[src/include/dot_accel_defs.svh]
`ifndef DOT_ACCEL_DEFS_SVH
`define DOT_ACCEL_DEFS_SVH

// operand width, both multiplicands
`define DA_OP_W         16

// elements per segment in the MAC core
`define DA_SEG_LEN      4

// element counter inside one segment
`define DA_SEG_CNT_W    2

// completed-batch counter, wraps
`define DA_BATCH_CNT_W  8

`endif

[src/source/dot_accel_types_pkg.sv]
`include "dot_accel_defs.svh"

package dot_accel_types_pkg;

    // segment result is one word, batch total is two words
    localparam int SEG_W = 32;
    localparam int SUM_W = 2 * SEG_W;

    // one signed input operand
    typedef logic signed [`DA_OP_W-1:0] operand_t;

    // signed partial result of one segment
    typedef logic signed [SEG_W-1:0] seg_result_t;

    // signed batch total, upper and lower word
    typedef logic signed [SUM_W-1:0] batch_sum_t;

endpackage

[src/source/dot_accel_ctrl_pkg.sv]
package dot_accel_ctrl_pkg;

    // per-element opcode
    typedef enum logic {
        MAC_ADD = 1'b0,
        MAC_SUB = 1'b1
    } mac_op_e;

    // batch sequencer state
    // IDLE until the first element of a batch shows up
    typedef enum logic {
        IDLE = 1'b0,
        RUN  = 1'b1
    } seq_state_e;

endpackage

[src/source/mac_core.sv]
`timescale 1ns/1ps
`default_nettype none

`include "dot_accel_defs.svh"

module mac_core (
    input  wire                                clk,
    input  wire                                arst_n,
    input  logic                               in_v,
    input  logic                               in_last,
    input  dot_accel_types_pkg::operand_t      in_a,
    input  dot_accel_types_pkg::operand_t      in_b,
    input  dot_accel_ctrl_pkg::mac_op_e        in_op,
    output logic                               seg_v,
    output logic                               seg_last,
    output dot_accel_types_pkg::seg_result_t   seg_result
);

    import dot_accel_types_pkg::*;
    import dot_accel_ctrl_pkg::*;

    // index of the last element of a full segment
    localparam logic [`DA_SEG_CNT_W-1:0] LAST_IDX = `DA_SEG_CNT_W'(`DA_SEG_LEN - 1);

    seg_result_t               prod;
    seg_result_t               term;
    seg_result_t               seg_acc;
    logic [`DA_SEG_CNT_W-1:0]  elem_cnt;
    logic                      seg_close;

    ////////////////////////////////////////////////////////////
    // product and signed term
    ////////////////////////////////////////////////////////////

    // 16x16 signed product fits one word
    assign prod = seg_result_t'(in_a * in_b);

    // MAC_SUB negates before accumulation
    always_comb begin
        term = prod;
        if (in_op == MAC_SUB) begin
            term = -prod;
        end
    end

    // segment closes on a full count or on the batch end
    assign seg_close = in_v && (in_last || (elem_cnt == LAST_IDX));

    ////////////////////////////////////////////////////////////
    // running segment accumulator
    ////////////////////////////////////////////////////////////

    always_ff @(posedge clk or negedge arst_n) begin
        if (!arst_n) begin
            seg_acc  <= '0;
            elem_cnt <= '0;
        end else if (in_v) begin
            if (seg_close) begin
                // restart from zero, the closed sum goes out below
                seg_acc  <= '0;
                elem_cnt <= '0;
            end else begin
                seg_acc  <= seg_acc + term;
                elem_cnt <= elem_cnt + 1'b1;
            end
        end
    end

    ////////////////////////////////////////////////////////////
    // segment result output
    ////////////////////////////////////////////////////////////

    // one-cycle strobe after the closing element
    always_ff @(posedge clk or negedge arst_n) begin
        if (!arst_n) begin
            seg_v    <= 1'b0;
            seg_last <= 1'b0;
        end else begin
            seg_v    <= seg_close;
            seg_last <= seg_close && in_last;
        end
    end

    // payload, only meaningful with seg_v
    always_ff @(posedge clk) begin
        if (seg_close) begin
            seg_result <= seg_acc + term;
        end
    end

endmodule

`default_nettype wire

[src/source/batch_sequencer.sv]
`timescale 1ns/1ps
`default_nettype none

`include "dot_accel_defs.svh"

module batch_sequencer (
    input  wire                          clk,
    input  wire                          arst_n,
    input  logic                         seg_v,
    input  logic                         seg_last,
    input  logic                         in_v,
    output logic                         s_fin,
    output logic                         p,
    output logic                         rd_ok,
    output logic [`DA_BATCH_CNT_W-1:0]   batch_cnt
);

    import dot_accel_ctrl_pkg::*;

    seq_state_e state;
    seq_state_e state_nxt;

    ////////////////////////////////////////////////////////////
    // batch end
    ////////////////////////////////////////////////////////////

    // final segment result of a batch
    // a batch is always running when it arrives
    assign s_fin = seg_v && seg_last && (state == RUN);

    ////////////////////////////////////////////////////////////
    // state
    ////////////////////////////////////////////////////////////

    always_comb begin
        state_nxt = state;
        case (state)
            IDLE: begin
                if (in_v) begin
                    state_nxt = RUN;
                end
            end
            RUN: begin
                // next batch may start right away
                if (s_fin && !in_v) begin
                    state_nxt = IDLE;
                end
            end
            default: begin
                state_nxt = IDLE;
            end
        endcase
    end

    always_ff @(posedge clk or negedge arst_n) begin
        if (!arst_n) begin
            state <= IDLE;
        end else begin
            state <= state_nxt;
        end
    end

    ////////////////////////////////////////////////////////////
    // bank select, batch count, readable flag
    ////////////////////////////////////////////////////////////

    always_ff @(posedge clk or negedge arst_n) begin
        if (!arst_n) begin
            p         <= 1'b0;
            batch_cnt <= '0;
            rd_ok     <= 1'b0;
        end else if (s_fin) begin
            // flip to the other bank for the next batch
            p         <= ~p;
            batch_cnt <= batch_cnt + 1'b1;
            // sticky once a total exists
            rd_ok     <= 1'b1;
        end
    end

endmodule

`default_nettype wire

[src/source/dst_buf.sv]
`timescale 1ns/1ps
`default_nettype none

module dst_buf (
    input  wire                                clk,
    input  wire                                arst_n,
    input  logic                               seg_v,
    input  logic                               s_fin,
    input  logic                               p,
    input  dot_accel_types_pkg::seg_result_t   seg_result,
    input  logic                               rd_v,
    input  logic                               rd_ok,
    output logic                               res_v,
    output dot_accel_types_pkg::batch_sum_t    res_d
);

    import dot_accel_types_pkg::*;

    // one accumulator and one finished total per bank
    batch_sum_t  acc [2];
    batch_sum_t  tot [2];
    batch_sum_t  seg_ext;
    logic [1:0]  bank_hit;
    logic        rd_fire;

    ////////////////////////////////////////////////////////////
    // input side
    ////////////////////////////////////////////////////////////

    // signed cast keeps the sign
    assign seg_ext = batch_sum_t'(seg_result);

    // one-hot of the bank being filled
    assign bank_hit = p ? 2'b10 : 2'b01;

    ////////////////////////////////////////////////////////////
    // per-bank accumulate and end-of-batch latch
    ////////////////////////////////////////////////////////////

    always_ff @(posedge clk or negedge arst_n) begin
        if (!arst_n) begin
            for (int b = 0; b < 2; b++) begin
                acc[b] <= '0;
                tot[b] <= '0;
            end
        end else begin
            for (int b = 0; b < 2; b++) begin
                if (s_fin && bank_hit[b]) begin
                    // last segment folds straight into the total
                    tot[b] <= acc[b] + seg_ext;
                    acc[b] <= '0;
                end else if (seg_v && bank_hit[b]) begin
                    acc[b] <= acc[b] + seg_ext;
                end
            end
        end
    end

    ////////////////////////////////////////////////////////////
    // readout
    ////////////////////////////////////////////////////////////

    // nothing to return before the first batch
    assign rd_fire = rd_v && rd_ok;

    always_ff @(posedge clk or negedge arst_n) begin
        if (!arst_n) begin
            res_v <= 1'b0;
        end else begin
            res_v <= rd_fire;
        end
    end

    // p has already flipped, so !p is the bank just finished
    always_ff @(posedge clk) begin
        if (rd_fire) begin
            res_d <= tot[!p];
        end
    end

endmodule

`default_nettype wire

[src/source/dot_accel_top.sv]
`timescale 1ns/1ps
`default_nettype none

`include "dot_accel_defs.svh"

module dot_accel_top (
    input  wire                                clk,
    input  wire                                arst_n,
    // element stream
    input  logic                               in_v,
    input  dot_accel_types_pkg::operand_t      in_a,
    input  dot_accel_types_pkg::operand_t      in_b,
    input  dot_accel_ctrl_pkg::mac_op_e        in_op,
    input  logic                               in_last,
    // read port
    input  logic                               rd_v,
    output logic                               res_v,
    output dot_accel_types_pkg::batch_sum_t    res_d,
    // status
    output logic                               batch_done,
    output logic                               bank,
    output logic [`DA_BATCH_CNT_W-1:0]         batch_cnt
);

    import dot_accel_types_pkg::*;

    // core to sequencer and buffer
    logic         seg_v;
    logic         seg_last;
    seg_result_t  seg_result;

    // sequencer to buffer
    logic         rd_ok;

    ////////////////////////////////////////////////////////////
    // segment MAC
    ////////////////////////////////////////////////////////////

    mac_core u_mac_core (
        .clk        (clk),
        .arst_n     (arst_n),
        .in_v       (in_v),
        .in_last    (in_last),
        .in_a       (in_a),
        .in_b       (in_b),
        .in_op      (in_op),
        .seg_v      (seg_v),
        .seg_last   (seg_last),
        .seg_result (seg_result)
    );

    ////////////////////////////////////////////////////////////
    // batch control
    ////////////////////////////////////////////////////////////

    // batch end strobe and bank select go straight out
    batch_sequencer u_batch_sequencer (
        .clk        (clk),
        .arst_n     (arst_n),
        .seg_v      (seg_v),
        .seg_last   (seg_last),
        .in_v       (in_v),
        .s_fin      (batch_done),
        .p          (bank),
        .rd_ok      (rd_ok),
        .batch_cnt  (batch_cnt)
    );

    ////////////////////////////////////////////////////////////
    // ping-pong result buffer
    ////////////////////////////////////////////////////////////

    dst_buf u_dst_buf (
        .clk        (clk),
        .arst_n     (arst_n),
        .seg_v      (seg_v),
        .s_fin      (batch_done),
        .p          (bank),
        .seg_result (seg_result),
        .rd_v       (rd_v),
        .rd_ok      (rd_ok),
        .res_v      (res_v),
        .res_d      (res_d)
    );

endmodule

`default_nettype wire

[config.mk]
export PLATFORM = sky130hd
export DESIGN_NAME = dot_accel_top
export DESIGN_NICKNAME = d
export VERILOG_FILES = /design/src/source/dot_accel_types_pkg.sv /design/src/source/dot_accel_ctrl_pkg.sv /design/src/source/mac_core.sv /design/src/source/batch_sequencer.sv /design/src/source/dst_buf.sv /design/src/source/dot_accel_top.sv
export VERILOG_INCLUDE_DIRS = /design/src /design/src/include
export SDC_FILE = /design/constraint.sdc
export NUM_CORES = 2
export LEC_CHECK = 0
export BUFFER_PORTS_ARGS = -buffer_cell sky130_fd_sc_hd__buf_2
export CORE_AREA = 4 4 236 238
export DETAILED_ROUTE_END_ITERATION = 7
export DIE_AREA = 0 0 240 242
export PLACE_DENSITY = 0.81
export SETUP_SLACK_MARGIN = 0.02
export SYNTH_ARGS = -nofsm -noshare
export SYNTH_HDL_FRONTEND = slang
export SYNTH_SLANG_ARGS = --single-unit
[constraint.sdc]
create_clock -name clk -period 5.8 [get_ports clk]
set_clock_uncertainty 0.2 [all_clocks]
set_input_delay 0.58 -clock clk [delete_from_list [all_inputs] [get_ports clk]]
set_output_delay 0.58 -clock clk [all_outputs]
set_load 0.05 [all_outputs]
[Yosys cells after proc, flatten, opt, wreduce, memory -nomap -nowiden]
Index checks and enable logic that the tools add are counted.
Storage, ports and cells
  bits in registers: 400
  latch bits: 0
  memory bits (writable): 0
  bits in read-only memories: 0
  input port bits: 38
  output and inout port bits: 75
  word-level logic and storage cells: 56
  memories kept: 0
Operators by class
  $add $sub $neg: 6
  multipliers: 1
  div/mod/pow operators: 0
  $lt $le $gt $ge: 1
  equality and inequality tests: 1
  shift operators: 0
  multiplexer cells: 14
  bitwise logic cells: 3
  reductions and logical operators: 15
Operator list (count)
  64-bit 2-to-1 mux: 7
  64-bit by 32-bit adder with 64-bit output: 2
  32-bit 2-to-1 mux: 2
  32-bit adder: 1
  16-bit by 16-bit multiplier with 32-bit output: 1
  32-bit negation: 1
  1-bit logical AND: 10
  8-bit by 1-bit adder with 8-bit output, second input constant: 1
  2-bit 2-to-1 mux: 2
  2-bit nonzero test: 2
  2-bit by 1-bit adder with 2-bit output, second input constant: 1
  2-bit equality test, second input constant: 1
  2-bit >= comparator, second input constant: 1
  1-bit logical NOT: 2
  1-bit 2-to-1 mux: 2
  1-bit NOT: 2
  1-bit NOT with 2-bit output: 1
  1-bit case mux with 2 select lines: 1
  1-bit logical OR: 1

[Longest topological paths before layout]
  word-level depth: 5
  gate-level depth with buffers: 36
  depth with buffers taken out: 34

[By module]
Synthesis repeated with hierarchy kept, for this count alone.
Second synthesis, totals
  cell total of the unflattened synthesis: 3610
  area total of the unflattened synthesis: 34931.0 sq um
Modules (own cells, without submodules)
  dst_buf: instances 1, cells an instance 1974, area each 19687.6 sq um, sequential area each 8353.0 sq um
  mac_core: instances 1, cells an instance 1598, area each 14754.2 sq um, sequential area each 1861.8 sq um
  batch_sequencer: instances 1, cells an instance 38, area each 489.2 sq um, sequential area each 275.3 sq um

[Worst setup path after synthesis]
No wires, ideal clock.
  path kind: in2reg
  from: input port in_b[1]
  to: register u_mac_core.seg_result[31] (data pin)
  library setup time: 0.252 ns
  data arrival time: 8.471 ns
  data required time: 5.348 ns
  path slack: -3.123 ns
  stages: 30
  buffers on the path: 1
  cells stage by stage: clkbuf_1 > nand2_1 > fa_1 > fa_1 > fa_1 > fa_1 > inv_1 > fa_1 > inv_1 > fa_1 > inv_1 > ha_1 > a21oi_2 > o21ai_2 > nor4_4 > a21oi_4 > or3_1 > a221o_1 > or4_4 > o31ai_1 > xnor2_1 > ha_1 > a211oi_1 > nand2_1 > o2111ai_1 > a21oi_1 > a211o_1 > a31o_2 > xnor3_1 > inv_1
On the way
  cells in the longest elaborated chain, start to end: 4
Ends and longest elaborated chain
  from (decl): line dot_accel_top.sv:12  | input dot_accel_types_pkg::operand_t in_b,
  16-bit by 16-bit multiplier with 32-bit output *: line mac_core.sv:36  | assign prod = seg_result_t'(in_a * in_b);
  32-bit negation: line mac_core.sv:42  | term = -prod;
  32-bit 2-to-1 mux *: line mac_core.sv:41  | if (in_op == MAC_SUB) begin
  32-bit adder *: line mac_core.sv:87  | seg_result <= seg_acc + term;
  to (signal assigned): line mac_core.sv:87
  to (decl): line mac_core.sv:16  | output dot_accel_types_pkg::seg_result_t seg_result
Mark *: on every way between the ends. The rest lies on a longest branch, timed or not.
A chain may end at the register's enable or synchronous reset.

[Worst setup path in the final report]
  from: input port in_b[4]
  to: register u_mac_core.seg_result[31] (data pin)
The elaborated chain is that of the path after synthesis.

==> summary.md <==
| Metric | Value |
|---|---|
| Die Ht | approximately 240 um |
| Relative slew slack | about a fifth |
| Initial DRC count | 1816 |
| Final setup vio count | 44 |
| Layout cell share with drive strength beyond 1 | between 10% and 20% |
| Final #Nets | 4527 |
| Detailed-route wire length per cell | 18.4 um |
| Top-count cell post-synth | nand2_1 |
| Most instantiated cells after synthesis | 514 x nand2_1, 351 x inv_1, 340 x o21ai_0, 304 x dfrtp_1, 265 x fa_1 |
| Multi-input combinational cell area | between 0.02 and 0.025 mm^2 |
| Hold Crit Start | in_v |
| Largest cells by area after synthesis | dfrtp_1 22%, fa_1 16%, ha_1 9.0% |
| Crit end category | register |
| GRT overflow | 0 |
| Hold crit path type | in2reg |
| Number of global-route vias before repair | around 29k |
| Max clock buf depth | 3 |
| CP most frequent cell | fa_1 |
| Number of max-cap violations | 0 |
| Drt total wl | 86.4 mm |
| Critical Path AT | between 8 and 9 ns |
| Post-synth EDFFs | 96 |
| Initial core utilization | between 60% and 70% |
| RSZ-0062 raised after global routing | yes |
| Area delta synth->final | 17.9% |
| Top FF cell, synth | dfrtp_1 |
| Failing checks | setup timing |
| CTS root buf | clkbuf_16 |
| Worst setup SP type | input pin |
| Slowest cell on crit path | or4_4 |
| Crit path time final | approximately 8.0 ns |
| Share of the synthesized area in the top cell type | ~22% |
| Htree depth | 2 |
| Status | complete, but fails checks |
| Core Area | about 0.054 mm^2 |
| Avg Inst Size Synth | roughly 9.4 um^2 |
| Ant diodes | 0 |
| Worst-Skew Late Latency | 0.55 ns |
| Worst Path Required | a little under 6 ns |
| Wire length of the first global-routing pass | roughly 140 mm |
| Final core occ | 74.9% |
| CP peak stage delay | about 0.59 ns |
| DRT Pass-1 Iters | 5 |
| Clk sinks | 400 |
| Boundary Pins | 113 |
| Kind of critical path | in2reg |
| Reg-to-Reg Start | u_mac_core.seg_result[1] |
| Via Count | roughly 28k |
| # DRC | 0 |
| Die area | between 0.05 and 0.06 mm^2 |
| Critical Path Start | in_b[4] |
| Final slew viol count | 0 |
| CTS tree | built |
| Final hold vios | 0 |
| Actual slew at the worst max-slew pin | 1.19 ns |
| GRT Util Overall | 29.1% |
| Cell taking the most area after synthesis | dfrtp_1 |
| Die X | about 240 um |
| Gpl congestion | 0.984 |
| Vias per cell | between 5 and 6 |
| Filler cells | around 3.7k |
| Max Freq | 0.125 GHz |
| Synthesized Nets | roughly 4.2k |
| Ys Warns | 0 |
| IO Port Bufs | approximately 110 |
| Post-DP HPWL | between 60 and 70 mm |
| Post-route insts no fill | approximately 4.7k |
| Clk slew on worst S/H paths | 0.06 ns |
| FF+latch count, synth | 400 |
| Mapped cell area | between 0.03 and 0.04 mm^2 |
| Post-synth ARST share | 76.0% |
| Distinct cells, synth | 85 |
| Core Rows | between 80 and 90 |
| Synth Instances | between 3k and 4k |
| Final worst-path cycle share | 138% |
| Worst Path Max Fanout | 5 |
| Largest net degree at the start of global routing | ~110 |
| Inserted Clock Buffers | 40 |
| Post-route ant nets | 0 |
| Sequential fraction of the synthesis area | 30.8% |
| Register area | approximately 0.010 mm^2 |
| Placed cells | between 4k and 5k |
| Initial antenna violation count | 0 |
| Final Worst Setup Slack | -2.20 ns |
-- sequential cells by signal (all words and copies together) (netlist names) --
signal,count
u_dst_buf.res_v,1
u_mac_core.seg_last,1
u_mac_core.seg_acc,32
u_mac_core.seg_result,32
u_dst_buf.res_d,64
u_batch_sequencer.p,1
u_batch_sequencer.batch_cnt,8
u_batch_sequencer.state,1
u_dst_buf.tot,128
u_dst_buf.acc,128
u_mac_core.seg_v,1
u_mac_core.elem_cnt,2
u_batch_sequencer.rd_ok,1
-- final timing paths --
kind | slack, ns | end | depth (start not counted)
hold reg to reg | 0.27 | u_batch_sequencer.rd_ok | 1
min in group asynchronous | 0.46 | u_batch_sequencer.batch_cnt[7] | 2
max in group asynchronous | 3.88 | u_dst_buf.acc[96] | 3
setup reg to reg | 0.80 | u_dst_buf.tot[125] | 12
setup / recovery | -2.20 | u_mac_core.seg_result[31] | 31
hold / removal | 0.06 | u_mac_core.elem_cnt[0] | 2
-- timing repair --
item,4_1_cts,5_1_grt
gates cloned,1,0
buffers inserted,16,14
pin swaps,103,59
setup endpoints to repair,46,47
hold buffers,1,0
hold endpoints to repair,92,0
gates resized for setup,167,82
-- per-stage QoR --
| stage | cell area [um^2] | TNS (ns) | setup WS, ns | hold WS, ns |
|---|---|---|---|---|
| 3_3_place_gp | 37600 | -86.88 | -2.81 | 0.247 |
| 3_5_place_dp | 37600 | -91.41 | -2.94 | 0.248 |
| 4_1_cts | 39700 | -55.54 | -2.08 | 0.0498 |
| 6_report | 40200 | -61.31 | -2.20 | 0.0576 |
| 5_1_grt | 40200 | -71.51 | -2.47 | 0.0704 |
| 2_1_floorplan | 34400 | -67.72 | -2.55 | 0.0844 |
-- layer usage --
layer / share of wire (%) / wire length, um / up-vias / track usage [%]
met5: 0 / 0 / - / 0
met1: 40 / 34400 / 13700 / 36.9
met4: 4.0 / 3440 / 0 / 11.0
li1: - / - / 13100 / -
met3: 5.2 / 4470 / 232 / 2.82
met2: 51 / 44100 / 932 / 51.5
-- cells in the final DEF, fill, tap and decap left out, drive strengths merged, types with 32 or more instances in the layout --
cell type / synthesis / routed
dfrtp: 304 / 304
nor2: 105 / 105
mux2: 66 / 66
edfxtp: 96 / 96
xnor2: 125 / 125
nand2: 514 / 514
nand4: 38 / 38
buf: 5 / 456
and2: 143 / 143
a21o: 126 / 126
xor2: 81 / 81
a21oi: 193 / 193
fa: 265 / 265
a22o: 32 / 32
nand2b: 34 / 34
ha: 245 / 245
clkbuf: 153 / 53
nand3: 40 / 40
inv: 351 / 353
o21ai: 346 / 346
-- worst max-delay path: cells and delay by family --
family	cells	cell delay, ns
simple gates	5	1.42
buf+inv	6	0.34
compound gates	10	1.88
fa+ha+maj	8	3.49
xor+xnor	2	0.38
-- layout make-up --
| type | count | area share (%) |
|---|---|---|
| Sequential cell | 400 | 26.1 |
| Clock buffer | 52 | 2.84 |
| Timing Repair Buffer | 458 | 8.71 |
| Tap cell | 696 | 2.17 |
| Multi-Input combinational cell | 2726 | 56.3 |
| Inverter | 353 | 3.30 |
| Clock inverter | 19 | 0.567 |
-- kinds of logic (layout without fill, tap and decap cells) --
logic type	Yosys count	in the layout	share of synthesized area (%)
xor+xnor	208	208	5.43
mux	70	70	2.30
simple gates	1013	1013	14.1
fa+ha+maj	510	510	24.6
compound gates	925	925	17.1
buf+inv	511	882	5.64
flops	400	400	30.8
Power is left out: the tool's default activity adds up to more than one toggle a clock period on the data nets, which glitch-free logic cannot reach.
